**src/common/stopwatch_pkg.sv**
```systemverilog
package stopwatch_pkg;

    //////////////////////////////////////////////////
    // Time representation
    //////////////////////////////////////////////////

    // Binary count of centiseconds, 19 bits covers 359999
    typedef logic [18:0] time_t;

    localparam time_t MAX_TIME    = 19'd359999;  // 59:59.99
    localparam time_t STEP_MINUTE = 19'd6000;    // One minute in centiseconds
    localparam time_t STEP_SECOND = 19'd100;     // One second in centiseconds

    //////////////////////////////////////////////////
    // Mode FSM states
    //////////////////////////////////////////////////

    typedef enum logic [2:0] {
        ST_PROG         = 3'd0,  // Building the countdown time
        ST_UP_READY     = 3'd1,
        ST_UP_RUN       = 3'd2,
        ST_UP_HOLD      = 3'd3,
        ST_DOWN_READY   = 3'd4,  // Preset loaded, waiting for start
        ST_DOWN_RUN     = 3'd5,
        ST_DOWN_HOLD    = 3'd6,
        ST_DOWN_EXPIRED = 3'd7   // Reached zero, parked until clear
    } sw_state_t;

    //////////////////////////////////////////////////
    // Inter-stage bundles
    //////////////////////////////////////////////////

    // Conditioned front panel
    typedef struct packed {
        logic start_stop;  // Pulse
        logic clear;       // Pulse
        logic inc;         // Pulse
        logic prog_sw;     // Level
        logic up_sw;       // Level
        logic min_sw;      // Level
    } panel_t;

    // Mode FSM to time counter
    typedef struct packed {
        logic run;        // Count on each centisecond tick
        logic dir_up;     // 1 counts up, 0 counts down
        logic hold_zero;  // Force and keep zero
        logic clear;      // One-cycle strobe
        logic load;       // One-cycle strobe, copies preset
    } count_cmd_t;

    // Mode FSM to preset store, all one-cycle strobes
    typedef struct packed {
        logic add_min;
        logic add_sec;
        logic clear;
    } prog_cmd_t;

endpackage

```
**src/control/mode_fsm.sv**
```systemverilog
`timescale 1ns/1ps

module mode_fsm (
    input  logic                       clk,
    input  logic                       rst_n,
    input  stopwatch_pkg::panel_t      panel,
    input  logic                       at_zero,
    output stopwatch_pkg::sw_state_t   state,
    output stopwatch_pkg::count_cmd_t  count_cmd,
    output stopwatch_pkg::prog_cmd_t   prog_cmd
);

    stopwatch_pkg::sw_state_t  next_state;
    stopwatch_pkg::count_cmd_t count_next;
    stopwatch_pkg::prog_cmd_t  prog_next;
    logic                      in_up;
    logic                      in_down;
    logic                      prog_busy;

    assign in_up = (state == stopwatch_pkg::ST_UP_READY) ||
                   (state == stopwatch_pkg::ST_UP_RUN) ||
                   (state == stopwatch_pkg::ST_UP_HOLD);
    assign in_down = (state == stopwatch_pkg::ST_DOWN_READY) ||
                     (state == stopwatch_pkg::ST_DOWN_RUN) ||
                     (state == stopwatch_pkg::ST_DOWN_HOLD) ||
                     (state == stopwatch_pkg::ST_DOWN_EXPIRED);

    // Preset changes on the cycle after a programming strobe
    assign prog_busy = prog_cmd.add_min | prog_cmd.add_sec | prog_cmd.clear;

    //////////////////////////////////////////////////
    // Next state and command decode
    //////////////////////////////////////////////////
    always_comb begin
        next_state = state;
        count_next = '0;
        prog_next  = '0;

        if (panel.prog_sw) begin                     // Program switch wins
            next_state = stopwatch_pkg::ST_PROG;
            if (state != stopwatch_pkg::ST_PROG) begin
                count_next.load = 1'b1;              // Show the preset
            end else begin
                if (panel.clear) begin
                    prog_next.clear = 1'b1;
                end else if (panel.inc) begin
                    prog_next.add_min = panel.min_sw;
                    prog_next.add_sec = ~panel.min_sw;
                end
                // Reload the display once the preset has settled
                count_next.load = prog_busy;
            end
        end else if (panel.up_sw) begin
            if (!in_up || panel.clear) begin
                next_state       = stopwatch_pkg::ST_UP_READY;
                count_next.clear = 1'b1;
            end else if (panel.start_stop) begin
                if (state == stopwatch_pkg::ST_UP_RUN) begin
                    next_state = stopwatch_pkg::ST_UP_HOLD;
                end else begin
                    next_state = stopwatch_pkg::ST_UP_RUN;
                end
            end
        end else begin
            // Ready in the down group means the preset is in the counter
            if (!in_down || panel.clear) begin
                next_state      = stopwatch_pkg::ST_DOWN_READY;
                count_next.load = 1'b1;
            end else if (state == stopwatch_pkg::ST_DOWN_RUN && at_zero) begin
                next_state = stopwatch_pkg::ST_DOWN_EXPIRED;
            end else if (panel.start_stop) begin
                case (state)
                    stopwatch_pkg::ST_DOWN_READY: next_state = stopwatch_pkg::ST_DOWN_RUN;
                    stopwatch_pkg::ST_DOWN_HOLD:  next_state = stopwatch_pkg::ST_DOWN_RUN;
                    stopwatch_pkg::ST_DOWN_RUN:   next_state = stopwatch_pkg::ST_DOWN_HOLD;
                    default:                      next_state = state;  // Expired ignores it
                endcase
            end
        end

        // Levels follow the state being entered
        count_next.run = (next_state == stopwatch_pkg::ST_UP_RUN) ||
                         (next_state == stopwatch_pkg::ST_DOWN_RUN);
        count_next.dir_up = (next_state == stopwatch_pkg::ST_UP_READY) ||
                            (next_state == stopwatch_pkg::ST_UP_RUN) ||
                            (next_state == stopwatch_pkg::ST_UP_HOLD);
        count_next.hold_zero = (next_state == stopwatch_pkg::ST_DOWN_EXPIRED);
    end

    //////////////////////////////////////////////////
    // State and command registers
    //////////////////////////////////////////////////
    always_ff @(posedge clk or negedge rst_n) begin
        if (!rst_n) begin
            state     <= stopwatch_pkg::ST_UP_READY;
            count_cmd <= '0;
            prog_cmd  <= '0;
        end else begin
            state     <= next_state;
            count_cmd <= count_next;
            prog_cmd  <= prog_next;
        end
    end

endmodule

```
**src/control/preset_store.sv**
```systemverilog
`timescale 1ns/1ps

module preset_store (
    input  logic                      clk,
    input  logic                      rst_n,
    input  stopwatch_pkg::prog_cmd_t  prog_cmd,
    output stopwatch_pkg::time_t      preset
);

    stopwatch_pkg::time_t step;
    stopwatch_pkg::time_t sum;  // 19 bits never wraps, MAX_TIME plus a minute fits

    // Pick the increment for this strobe
    always_comb begin
        if (prog_cmd.add_min) begin
            step = stopwatch_pkg::STEP_MINUTE;
        end else if (prog_cmd.add_sec) begin
            step = stopwatch_pkg::STEP_SECOND;
        end else begin
            step = '0;
        end
    end

    assign sum = preset + step;

    //////////////////////////////////////////////////
    // Programmed time register
    //////////////////////////////////////////////////
    always_ff @(posedge clk or negedge rst_n) begin
        if (!rst_n) begin
            preset <= '0;
        end else if (prog_cmd.clear) begin
            preset <= '0;
        end else if (prog_cmd.add_min || prog_cmd.add_sec) begin
            // Saturate at 59:59.99
            if (sum > stopwatch_pkg::MAX_TIME) begin
                preset <= stopwatch_pkg::MAX_TIME;
            end else begin
                preset <= sum;
            end
        end
    end

endmodule

```
**src/design/cs_tick_gen.sv**
```systemverilog
`timescale 1ns/1ps

module cs_tick_gen #(
    parameter int TICKS_PER_CS = 100000
) (
    input  logic clk,
    input  logic rst_n,
    output logic cs_tick
);

    // A single-cycle period still needs a one-bit counter
    localparam int CNT_W = (TICKS_PER_CS > 1) ? $clog2(TICKS_PER_CS) : 1;

    logic [CNT_W-1:0] div_cnt;
    logic             wrap;

    assign wrap = (div_cnt == CNT_W'(TICKS_PER_CS - 1));

    always_ff @(posedge clk or negedge rst_n) begin
        if (!rst_n) begin
            div_cnt <= '0;
            cs_tick <= 1'b0;
        end else begin
            cs_tick <= wrap;  // One pulse per wrap
            if (wrap) begin
                div_cnt <= '0;
            end else begin
                div_cnt <= div_cnt + 1'b1;
            end
        end
    end

endmodule

```
**src/design/input_sync.sv**
```systemverilog
`timescale 1ns/1ps

module input_sync (
    input  logic                   clk,
    input  logic                   rst_n,
    input  logic                   start_stop_btn,
    input  logic                   clear_btn,
    input  logic                   inc_btn,
    input  logic                   prog_sw,
    input  logic                   up_sw,
    input  logic                   min_sw,
    output stopwatch_pkg::panel_t  panel
);

    // Bit order {start_stop, clear, inc, prog, up, min}
    logic [5:0] pins;
    logic [5:0] sync_meta;  // First stage, may go metastable
    logic [5:0] sync_q;     // Second stage, safe to use
    logic [2:0] btn_prev;   // Buttons one cycle back for edge detect
    logic [2:0] btn_pulse;

    assign pins = {start_stop_btn, clear_btn, inc_btn, prog_sw, up_sw, min_sw};

    //////////////////////////////////////////////////
    // Two-flop synchronizer on every pin
    //////////////////////////////////////////////////
    always_ff @(posedge clk or negedge rst_n) begin
        if (!rst_n) begin
            sync_meta <= '0;
            sync_q    <= '0;
        end else begin
            sync_meta <= pins;
            sync_q    <= sync_meta;
        end
    end

    // Rising edge of a press gives one registered pulse
    always_ff @(posedge clk or negedge rst_n) begin
        if (!rst_n) begin
            btn_prev  <= '0;
            btn_pulse <= '0;
        end else begin
            btn_prev  <= sync_q[5:3];
            btn_pulse <= sync_q[5:3] & ~btn_prev;
        end
    end

    assign panel.start_stop = btn_pulse[2];
    assign panel.clear      = btn_pulse[1];
    assign panel.inc        = btn_pulse[0];
    assign panel.prog_sw    = sync_q[2];   // Switches stay levels
    assign panel.up_sw      = sync_q[1];
    assign panel.min_sw     = sync_q[0];

endmodule

```
**src/design/stopwatch_top.sv**
```systemverilog
`timescale 1ns/1ps

module stopwatch_top #(
    parameter int TICKS_PER_CS = 100000   // Clock cycles per centisecond
) (
    input  logic                  clk,
    input  logic                  rst_n,
    input  logic                  start_stop_btn,
    input  logic                  clear_btn,
    input  logic                  inc_btn,
    input  logic                  prog_sw,
    input  logic                  up_sw,
    input  logic                  min_sw,
    output stopwatch_pkg::time_t  time_value,
    output logic                  zero_hit
);

    stopwatch_pkg::panel_t     panel;
    stopwatch_pkg::sw_state_t  state;      // Visible for debug only
    stopwatch_pkg::count_cmd_t count_cmd;
    stopwatch_pkg::prog_cmd_t  prog_cmd;
    stopwatch_pkg::time_t      preset;
    logic                      cs_tick;
    logic                      at_zero;

    //////////////////////////////////////////////////
    // Pipeline stages
    //////////////////////////////////////////////////
    input_sync u_input_sync (
        .clk            (clk),
        .rst_n          (rst_n),
        .start_stop_btn (start_stop_btn),
        .clear_btn      (clear_btn),
        .inc_btn        (inc_btn),
        .prog_sw        (prog_sw),
        .up_sw          (up_sw),
        .min_sw         (min_sw),
        .panel          (panel)
    );

    mode_fsm u_mode_fsm (
        .clk       (clk),
        .rst_n     (rst_n),
        .panel     (panel),
        .at_zero   (at_zero),
        .state     (state),
        .count_cmd (count_cmd),
        .prog_cmd  (prog_cmd)
    );

    preset_store u_preset_store (
        .clk      (clk),
        .rst_n    (rst_n),
        .prog_cmd (prog_cmd),
        .preset   (preset)
    );

    // Centisecond enable beside the pipeline
    cs_tick_gen #(
        .TICKS_PER_CS (TICKS_PER_CS)
    ) u_cs_tick_gen (
        .clk     (clk),
        .rst_n   (rst_n),
        .cs_tick (cs_tick)
    );

    time_counter u_time_counter (
        .clk        (clk),
        .rst_n      (rst_n),
        .cs_tick    (cs_tick),
        .count_cmd  (count_cmd),
        .preset     (preset),
        .time_value (time_value),
        .at_zero    (at_zero),
        .zero_hit   (zero_hit)
    );

endmodule

```
**src/design/time_counter.sv**
```systemverilog
`timescale 1ns/1ps

module time_counter (
    input  logic                       clk,
    input  logic                       rst_n,
    input  logic                       cs_tick,
    input  stopwatch_pkg::count_cmd_t  count_cmd,
    input  stopwatch_pkg::time_t       preset,
    output stopwatch_pkg::time_t       time_value,
    output logic                       at_zero,
    output logic                       zero_hit
);

    logic step_en;
    logic at_max;
    logic last_step;  // Next down step ends on zero

    assign step_en   = cs_tick && count_cmd.run && !count_cmd.hold_zero;
    assign at_max    = (time_value >= stopwatch_pkg::MAX_TIME);
    assign last_step = (time_value <= stopwatch_pkg::time_t'(1));

    //////////////////////////////////////////////////
    // Centisecond count
    //////////////////////////////////////////////////
    always_ff @(posedge clk or negedge rst_n) begin
        if (!rst_n) begin
            time_value <= '0;
        end else if (count_cmd.clear) begin
            time_value <= '0;
        end else if (count_cmd.load) begin
            time_value <= preset;
        end else if (count_cmd.hold_zero) begin
            time_value <= '0;                      // Parked after expiry
        end else if (step_en) begin
            if (count_cmd.dir_up) begin
                if (!at_max) begin
                    time_value <= time_value + 1'b1;
                end
            end else if (!at_zero) begin
                if (last_step) begin
                    time_value <= '0;
                end else begin
                    time_value <= time_value - 1'b1;
                end
            end
        end
    end

    //////////////////////////////////////////////////
    // Zero detection
    //////////////////////////////////////////////////

    // at_zero marks a finished countdown until the next clear or load
    always_ff @(posedge clk or negedge rst_n) begin
        if (!rst_n) begin
            at_zero  <= 1'b0;
            zero_hit <= 1'b0;
        end else begin
            zero_hit <= 1'b0;                      // Single cycle by default
            if (count_cmd.clear || count_cmd.load) begin
                at_zero <= 1'b0;
            end else if (step_en && !count_cmd.dir_up && !at_zero && last_step) begin
                at_zero  <= 1'b1;
                zero_hit <= 1'b1;                  // Sounder pulse
            end
        end
    end

endmodule

```
**config.mk**
```make
export PLATFORM = sky130hd
export DESIGN_NAME = stopwatch_top
export DESIGN_NICKNAME = d
export VERILOG_FILES = /design/src/common/stopwatch_pkg.sv /design/src/control/mode_fsm.sv /design/src/control/preset_store.sv /design/src/design/cs_tick_gen.sv /design/src/design/input_sync.sv /design/src/design/stopwatch_top.sv /design/src/design/time_counter.sv
export SDC_FILE = /design/constraint.sdc
export NUM_CORES = 1
export LEC_CHECK = 0
export ABC_AREA = 1
export BUFFER_PORTS_ARGS = -buffer_cell sky130_fd_sc_hd__buf_2
export CAP_MARGIN = 15
export CORE_ASPECT_RATIO = 2
export CORE_UTILIZATION = 47
export DETAILED_ROUTE_END_ITERATION = 7
export GPL_TIMING_DRIVEN = 1
export SYNTH_ARGS = -nofsm -noshare
export SYNTH_HDL_FRONTEND = slang
export SYNTH_HIERARCHICAL = 1
export SYNTH_SLANG_ARGS = --single-unit
```
**constraint.sdc**
```tcl
create_clock -name clk -period 2.9 [get_ports clk]
set_clock_uncertainty 0.05 [all_clocks]
set_input_delay 0.58 -clock clk [delete_from_list [all_inputs] [get_ports clk]]
set_output_delay 0.58 -clock clk [all_outputs]
set_load 0.005 [all_outputs]
```
==> results.toml, run 1 <==
[status]
status = "completed"

[power]
seqPwrFrac_pct = 36.8
ir_drop_mv = 0.506
power_density_nw_per_um2 = 659
sw_frac_of_total_pct = 43.2
p_int_mw = 2.46
power.share.clock_pct = 26.6
p_switching_mw = 1.88
comb_power_share_pct = 36.5
leakagePower_nw = 3.61

[setup_path]
worstPathArrival_ns = 2.82
rr_endpoint = "u_preset_store/preset[10]"
cp_common_cell = "nand2_1"
crit_type = "flip-flop to flip-flop"
slowest_delay_ns = 0.47
crit_slowest_cell = "dfrtp_1"
required_ns = 3.07
cp_cell_sequence = "nor2_1, inv_1, ha_1, or2_1, nand3_1, nand2_1, nand2_1, nand2_1, nand2_1, nand2_1, nand3_1, nand2_1, nand2_1, nand2_1, nand2_4, nand2_1"
cp-start-kind = "flip-flop"
r2r_cells = 16
cp-end-kind = "flip-flop"
reg2reg_from = "u_mode_fsm/prog_cmd[2]"
crit_fanout = 12
r2r_slack_ns = 0.25

[yosys]
synthArstFlopShare_pct = 100
synth_cell_types = 41
synth.most_common_cell = "nand2_1"
synth_largest_area_cell = "dfrtp_1"
yosys.area.top_type_share_pct = 35.1
syn-instance-count = 924
avgSynthCellArea_um2 = 6.56
ys.flop_type = "dfrtp_1"
synth_compound_area_share_pct = 6.34
ys_ff_latch = 86
synth_edf_count = 0
syn_nets = 945
synth_area_leaders = "dfrtp_1 (35%), nand2_1 (19%), inv_1 (7.3%)"
yosysSeqAreaShare_pct = 35.5
synth_adder_area_share_pct = 2.68
synth_top_family_by_area = "simple AND/OR/NAND/NOR gates"
synth.area.mux_share_pct = 0
synth_xor_area_share_pct = 2.75
syn_area_um2 = 6060
yosysWarnings = 6
synth_simple_gate_area_share_pct = 41.8
synth_common_cells = "nand2_1 (306), inv_1 (118), nor2_1 (118)"

[layout]
fill_cells = 1260
antennaDiodeCount = 0
layout-drive-gt1-share_pct = 12.5
multi_input_area_um2 = 3250
final_core_util_pct = 52.5
final_cells = 1097
layout.nets = 963
syn2layout_area_growth_pct = 8.78
seq_area_um2 = 2150

[cts]
clk_path_buf_depth = 2
htree_num_levels = 3
cts_setup_buffers = 0
cts_made_buffers = 9
cts_hold_buf = 0
path_clk_slew_ns = 0.07
clock_latency_ns = 0.34
ctsResizeCount = 0
cts_tree = "yes"
cts.sinks = 86
clk_root_buffer_cell = "clkbuf_16"

[floorplanning]
die_h_um = 163
dieArea_um2 = 13400
ios = 28
start_util_pct = 48.3
core_um2 = 12600
die_width_um = 82.3
row_count = 58

[routing]
ant_nets = 0
vias = 5841
drt_pass1_iterations = 5
postRouteWirelength_mm = 17.3
drc = 0
via_per_inst = 5.32
drt_iter0_markers = 266
wire_per_inst_um = 15.8

[timing]
slew_viol_final = 0
tightest_slew_ns = 0.626
finalCriticalPeriod_ns = 2.65
max_slew_margin_pct = 58.2
layout_setup_ws_ns = 0.253
rsz0062_at_grt = "no"
whs_ns = 0.203
setup_tns_ns = 0
hold_viol_final = 0
fmax_mhz = 378
setup_viol = 0
fin_crit_sh_pct = 91.3

[placed_design]
port_buffers = 27
dp.cells = 1081
dp.final_hpwl_mm = 13.5
place_ws_ns = 0.180
gp_congestion = 0.931

[grt]
grt_pass1_vias = 5781
grt_first_pass_wirelength_mm = 27.7
antenna_found_initial = 0
track_usage_pct = 28.2
grt_max_degree = 45
grt-ovfl-total = 0

[hold_path]
hp-class = "primary input to async pin"

[job]
cap_violations = 0
stage by stage:
stage	power [mW]	instance area, um^2
after floorplan	2.67	6060
after global routing	4.66	6590
final	4.34	6590
after CTS	4.35	6590
after detailed placement	3.18	6290
after global placement	3.16	6290
power by group through the flow:
stage / Clock [mW] / Combinational, mW / Sequential (mW)
2_1_floorplan: 0 / 1.22 / 1.44
3_3_place_gp: 0 / 1.54 / 1.62
3_5_place_dp: 0 / 1.55 / 1.62
4_1_cts: 1.20 / 1.56 / 1.60
5_1_grt: 1.24 / 1.78 / 1.63
6_report: 1.16 / 1.59 / 1.60
state kept, by name, indices dropped and copies added, names as in the netlist, 5 cells and up:
signal / count
u_cs_tick_gen/div_cnt: 17
u_input_sync/sync_meta: 6
u_input_sync/sync_q: 6
u_mode_fsm/count_cmd: 5
u_preset_store/preset: 18
u_time_counter/time_value: 19
kinds of logic after synthesis:
group | count (synthesis)
fa+ha+maj | 13
flops | 86
compound gates | 66
xor+xnor | 19
buf+inv | 157
simple gates | 583
worst max path at each step:
stage	from	end	slack [ns]	cells after the start
after global placement	u_mode_fsm/prog_cmd[2]	u_preset_store/preset[10]	0.23	16
after CTS	u_mode_fsm/prog_cmd[2]	u_preset_store/preset[10]	0.17	16
after detailed placement	u_mode_fsm/prog_cmd[2]	u_preset_store/preset[10]	0.18	16
after global routing	u_mode_fsm/prog_cmd[2]	u_preset_store/preset[10]	0.02	16
after floorplan	u_mode_fsm/prog_cmd[2]	u_preset_store/preset[4]	0.55	17
final	u_mode_fsm/prog_cmd[2]	u_preset_store/preset[10]	0.25	16
per-layer routing:
metal	vias up	GRT usage (%)	wire length [um]
met5	-	0	0
met4	0	23.2	1550
met3	88	4.03	548
met2	154	51.8	9230
met1	2701	25.8	5960
li1	2898	-	-
area by class of cell:
| cell class | instances | area share [%] |
|---|---|---|
| Multi-Input combinational cell | 681 | 49.3 |
| Sequential cell | 86 | 32.7 |
| Inverter | 128 | 7.29 |
| Clock buffer | 9 | 3.42 |
| Timing Repair Buffer | 36 | 3.30 |
| Tap cell | 150 | 2.85 |
| Clock inverter | 7 | 1.12 |
critical path, delay by kind of cell (launching register included):
| kind | cells | cell delay (ns) |
|---|---|---|
| buf+inv | 1 | 0.09 |
| fa+ha+maj | 1 | 0.33 |
| flops | 1 | 0.47 |
| simple gates | 14 | 1.58 |
layout by cell type, fill, tap and decap left out, types with 2 or more instances in the layout:
cell	n
a21oi_1	16
a22o_1	5
buf_2	26
buf_4	9
clkbuf_16	9
clkinv_1	2
clkinv_4	2
dfrtp_1	85
ha_1	13
inv_1	118
inv_2	8
inv_6	2
inv_8	2
nand2_1	306
nand2_2	29
nand3_1	80
nand3_2	3
nand3b_1	2
nand4_1	13
nor2_1	118
nor2_2	13
nor2_4	6
nor3_1	6
o21ai_0	33
o21ai_1	2
o21bai_1	3
o22ai_1	2
xnor2_1	2
xor2_1	17
Note: power is estimated with default switching activity, not from simulation.
==> run 2, diff against run 1 <==
- RECOVER_POWER: default -> 25
- clock period: 2.9 -> 2.6 ns (I/O delays scaled with it)
==> results.toml, run 2 (synthesis results as in run 1) <==
[status]
status = "completed"

[routing]
wire_per_inst_um = 16.1
via_per_inst = 5.29
ant_nets = 0
vias = 5846
drt_iter0_markers = 216
postRouteWirelength_mm = 17.8
drc = 0
drt_pass1_iterations = 5

[setup_path]
crit_fanout = 7
crit_buf_inv = 2
cp_common_cell = "nand2_2"
critPathTopFamily = "simple AND/OR/NAND/NOR gates"
cp_cell_sequence = "buf_4, ha_2, nand2_2, nor2_4, inv_1, nor2_1, nand2_1, nand2_1, nand2_1, nand2_2, nand2_2, nor2_2, nand3_2, nand2_2, nand2_4, nand2_2"
cp-start-kind = "flip-flop"
cp-startpoint = "u_mode_fsm/prog_cmd[2]"
slowest_delay_ns = 0.38
worstPathArrival_ns = 2.69
crit_type = "flip-flop to flip-flop"
required_ns = 2.83
crit_slowest_cell = "dfrtp_1"
reg2reg_from = "u_mode_fsm/prog_cmd[2]"
cp-end-kind = "flip-flop"

[layout]
layout.nets = 971
final_cells = 1105
layout-drive-gt1-share_pct = 14.6
top_register = "u_time_counter/time_value"
syn2layout_area_growth_pct = 11.2
top_regs = "u_time_counter/time_value x19, u_preset_store/preset x18, u_cs_tick_gen/div_cnt x17"
mostFrequentLayoutCell = "nand2_1"
largest_reg_flops = 19
layout_common_cells = "nand2_1 (300), inv_1 (119), nor2_1 (117), dfrtp_1 (85), nand3_1 (79)"
final_core_util_pct = 53.7
antennaDiodeCount = 0

[power]
ir_drop_mv = 0.619
leakagePower_nw = 3.64
power_density_nw_per_um2 = 730
totalPowerFinal_mw = 4.92

[timing]
hold_viol_final = 0
tightest_slew_ns = 1.39
max_slew_margin_pct = 7.34
fin_crit_sh_pct = 94.7
finalCriticalPeriod_ns = 2.46
setup_viol = 0
slew_viol_final = 0
fmax_mhz = 406

[placed_design]
port_buffers = 27
gp_congestion = 0.896
dp.final_hpwl_mm = 14.1
dp.cells = 1086

[floorplanning]
die_width_um = 82.3
start_util_pct = 48.3
core_um2 = 12600
dieArea_um2 = 13400
die_h_um = 163
row_count = 58
ios = 28

[cts]
clk_root_buffer_cell = "clkbuf_16"
cts.sinks = 86
cts_made_buffers = 9
clk_path_buf_depth = 2
path_clk_slew_ns = 0.07
cts_tree = "yes"
clock_latency_ns = 0.34
htree_num_levels = 3

[hold_path]
min_from = "up_sw"
hp-class = "primary input to flip-flop"

[grt]
track_usage_pct = 28.3
grt_max_degree = 63
grt_first_pass_wirelength_mm = 27.6
antenna_found_initial = 0
grt_pass1_vias = 5745
grt-ovfl-total = 0

[job]
cap_violations = 0
-- run 2: cell count changes in the layout (fill, tap and decap cells not counted), moves of 4 or more --
cell     delta
ha_2        +4
nand2_2     +5
ha_1        -6
nand2_1     -6
buf_4       +5
-- run 2: layout make-up --
cell class	instances	area, um^2
clock inverters	7	90.1
inverters	128	480
clock buffers	9	225
flip-flops and latches	86	2150
fillers	1314	5820
repair buffers	43	267
multi-input cells	682	3330
well taps	150	188
-- run 2: per-layer routing --
metal | vias to the layer above | GRT usage, % | part of all wire [%]
li1 | 2905 | - | -
met1 | 2716 | 25.7 | 33
met4 | 0 | 20.0 | 7.5
met3 | 67 | 2.97 | 2.6
met2 | 158 | 54.4 | 57
met5 | - | 0 | 0
-- run 2: final timing paths --
check	end	slack, ns	cells past startpoint
max in group asynchronous	u_time_counter/time_value[5]	0.44	2
worst max register to register	u_preset_store/preset[0]	0.14	16
worst max-delay path	u_preset_store/preset[0]	0.14	16
worst min-delay path	u_input_sync/sync_meta[1]	0.24	1
min in group asynchronous	u_cs_tick_gen/div_cnt[16]	0.43	1
worst min register to register	u_input_sync/sync_q[0]	0.30	0
-- run 2: timing repair --
action                                  in CTS  in global routing
pin swaps                                    0                  3
gates cloned                                 0                  1
setup buffers                                0                  2
gates resized for setup                      1                 17
endpoints found under the setup margin      12                 17
hold buffers                                 0                  0
-- run 2: power breakdown --
group,internal (mW),leakage [nW],switching (mW)
Sequential,1.47,1.13,0.326
Clock,0.767,0.147,0.584
Combinational,0.608,2.36,1.16
-- run 2: stage by stage --
stage          instance area, um^2  TNS (ns)  setup WS, ns  hold WS (ns)
2_1_floorplan                 6060         0         0.254         0.174
3_3_place_gp                  6340   -0.0488       -0.0146         0.284
3_5_place_dp                  6340    -0.348       -0.0416         0.289
4_1_cts                       6660         0        0.0370        0.0469
5_1_grt                       6740   -0.0118       -0.0118         0.218
6_report                      6740         0         0.139         0.238
==> run 3, diff against run 2 <==
- PLACE_DENSITY: default -> 0.66
- clock period: 2.6 -> 2.14 ns (I/O delays scaled with it)
==> results.toml, run 3 (synthesis results as in run 1) <==
[layout]
final_cells = 1171
layout.nets = 1037
largest_reg_flops = 19
mostFrequentLayoutCell = "nand2_1"
top_register = "u_time_counter/time_value"
layout_common_cells = "nand2_1 (287), inv_1 (117), nor2_1 (102), dfrtp_1 (82)"
top_regs = "u_time_counter/time_value x19, u_preset_store/preset x18, u_cs_tick_gen/div_cnt x17"
layout-drive-gt1-share_pct = 24.0
syn2layout_area_growth_pct = 23.2
antennaDiodeCount = 0

[placed_design]
place_ws_ns = -0.275
port_buffers = 27
dp.cells = 1146
gp_congestion = 0.903
dp.final_hpwl_mm = 14.1

[power]
comb_power_share_pct = 43.8
totalPowerFinal_mw = 6.48
leakagePower_nw = 4.01
power.share.clock_pct = 24.3
power_density_nw_per_um2 = 868
sw_frac_of_total_pct = 42.5
seqPwrFrac_pct = 31.9
ir_drop_mv = 0.713
p_int_mw = 3.73
p_switching_mw = 2.75

[floorplanning]
row_count = 58
core_um2 = 12600
die_width_um = 82.3
dieArea_um2 = 13400
start_util_pct = 48.3
ios = 28
die_h_um = 163

[cts]
htree_num_levels = 3
clk_root_buffer_cell = "clkbuf_16"
cts_made_buffers = 9
clock_latency_ns = 0.34
path_clk_slew_ns = 0.07
cts_tree = "yes"
clk_path_buf_depth = 2
cts.sinks = 86

[timing]
tightest_slew_ns = 1.16
finalCriticalPeriod_ns = 2.48
whs_ns = 0.137
hold_viol_final = 0
slew_viol_final = 0
max_slew_margin_pct = 22.2
layout_setup_ws_ns = -0.337
setup_viol = 17
fin_crit_sh_pct = 116
rsz0062_at_grt = "yes"
setup_tns_ns = -5.16
fmax_mhz = 404

[setup_path]
crit_fanout = 8
r2r_slack_ns = -0.34
cp-start-kind = "flip-flop"
reg2reg_from = "u_mode_fsm/prog_cmd[2]"
required_ns = 2.37
worstPathArrival_ns = 2.71
rr_endpoint = "u_preset_store/preset[10]"
r2r_cells = 18
cp-end-kind = "flip-flop"
crit_type = "flip-flop to flip-flop"

[hold_path]
min_to = "u_input_sync/sync_meta[5]"
holdPathStages = 1
hp-class = "primary input to flip-flop"
min_from = "start_stop_btn"

[grt]
grt_first_pass_wirelength_mm = 28.6
grt-ovfl-total = 0
antenna_found_initial = 0
track_usage_pct = 29.3
grt_max_degree = 34
grt_pass1_vias = 6112

[routing]
postRouteWirelength_mm = 18.4
drc = 0
vias = 6170
wire_per_inst_um = 15.7
ant_nets = 0
drt_iter0_markers = 320
drt_pass1_iterations = 8
via_per_inst = 5.27

[status]
violations = "negative setup slack"
status = "complete, but fails checks"

[job]
cap_violations = 0
[run 3: routing by layer]
metal / track usage [%] / routed length (um)
met5: 0 / 0
met4: 28.1 / 1780
met3: 7.00 / 847
met2: 51.6 / 9900
met1: 25.4 / 5870
[run 3: worst max path at each step]
stage / slack (ns) / startpoint / to / depth (start not counted)
final: -0.34 / u_mode_fsm/prog_cmd[2] / u_preset_store/preset[10] / 18
after CTS: -0.29 / u_mode_fsm/prog_cmd[2] / u_preset_store/preset[10] / 16
after global placement: -0.26 / u_mode_fsm/prog_cmd[2] / u_preset_store/preset[4] / 18
after global routing: -0.49 / u_mode_fsm/prog_cmd[2] / u_preset_store/preset[4] / 17
after detailed placement: -0.27 / u_mode_fsm/prog_cmd[2] / u_preset_store/preset[10] / 16
after floorplan: -0.05 / u_mode_fsm/prog_cmd[2] / u_preset_store/preset[4] / 17
[run 3: cell type report]
type                       instances  area [um^2]
timing repair buffer             110          835
inverter                         128          485
tap                              150          188
multi-input combinational        681         3500
sequential                        86         2160
clock inverter                     7         70.1
fill                            1182         5090
clock buffer                       9          225
[run 3: power by group through the flow]
| stage | clock [mW] | combinational (mW) | sequential, mW |
|---|---|---|---|
| floorplan | 0 | 1.66 | 1.96 |
| global placement | 0 | 2.65 | 2.08 |
| detailed placement | 0 | 2.67 | 2.08 |
| CTS | 1.63 | 2.69 | 2.06 |
| global route | 1.68 | 3.14 | 2.08 |
| finish | 1.57 | 2.84 | 2.06 |
[run 3: critical path: stages, from the launching register on]
cell and delay, ns:
dfrtp_2 0.49, nor2_4 0.16, inv_4 0.06, ha_4 0.29, nand2_4 0.07, nor2_1 0.08
nand2_1 0.07, nand2_2 0.13, nand3_2 0.09, nand2_1 0.09, nand2_2 0.06, nand2_2 0.08
nand2_2 0.07, nor2_4 0.09, nand3_2 0.09, nand2_2 0.10, nand2_4 0.08, buf_12 0.20
nand2_1 0.05
[run 3: stage by stage]
step | util [%] | cell area [um^2]
2_1_floorplan | - | 6090
3_3_place_gp | 54.5 | 6840
3_5_place_dp | 54.5 | 6840
4_1_cts | 57.8 | 7250
5_1_grt | 59.4 | 7460
6_report | 59.4 | 7460
[run 3: what timing repair did]
item	in CTS	in global routing
buffers inserted	0	7
gates cloned	1	0
setup endpoints to repair	31	36
pin swaps	0	20
hold buffers	1	0
hold endpoints to repair	22	0
resized for setup	19	46
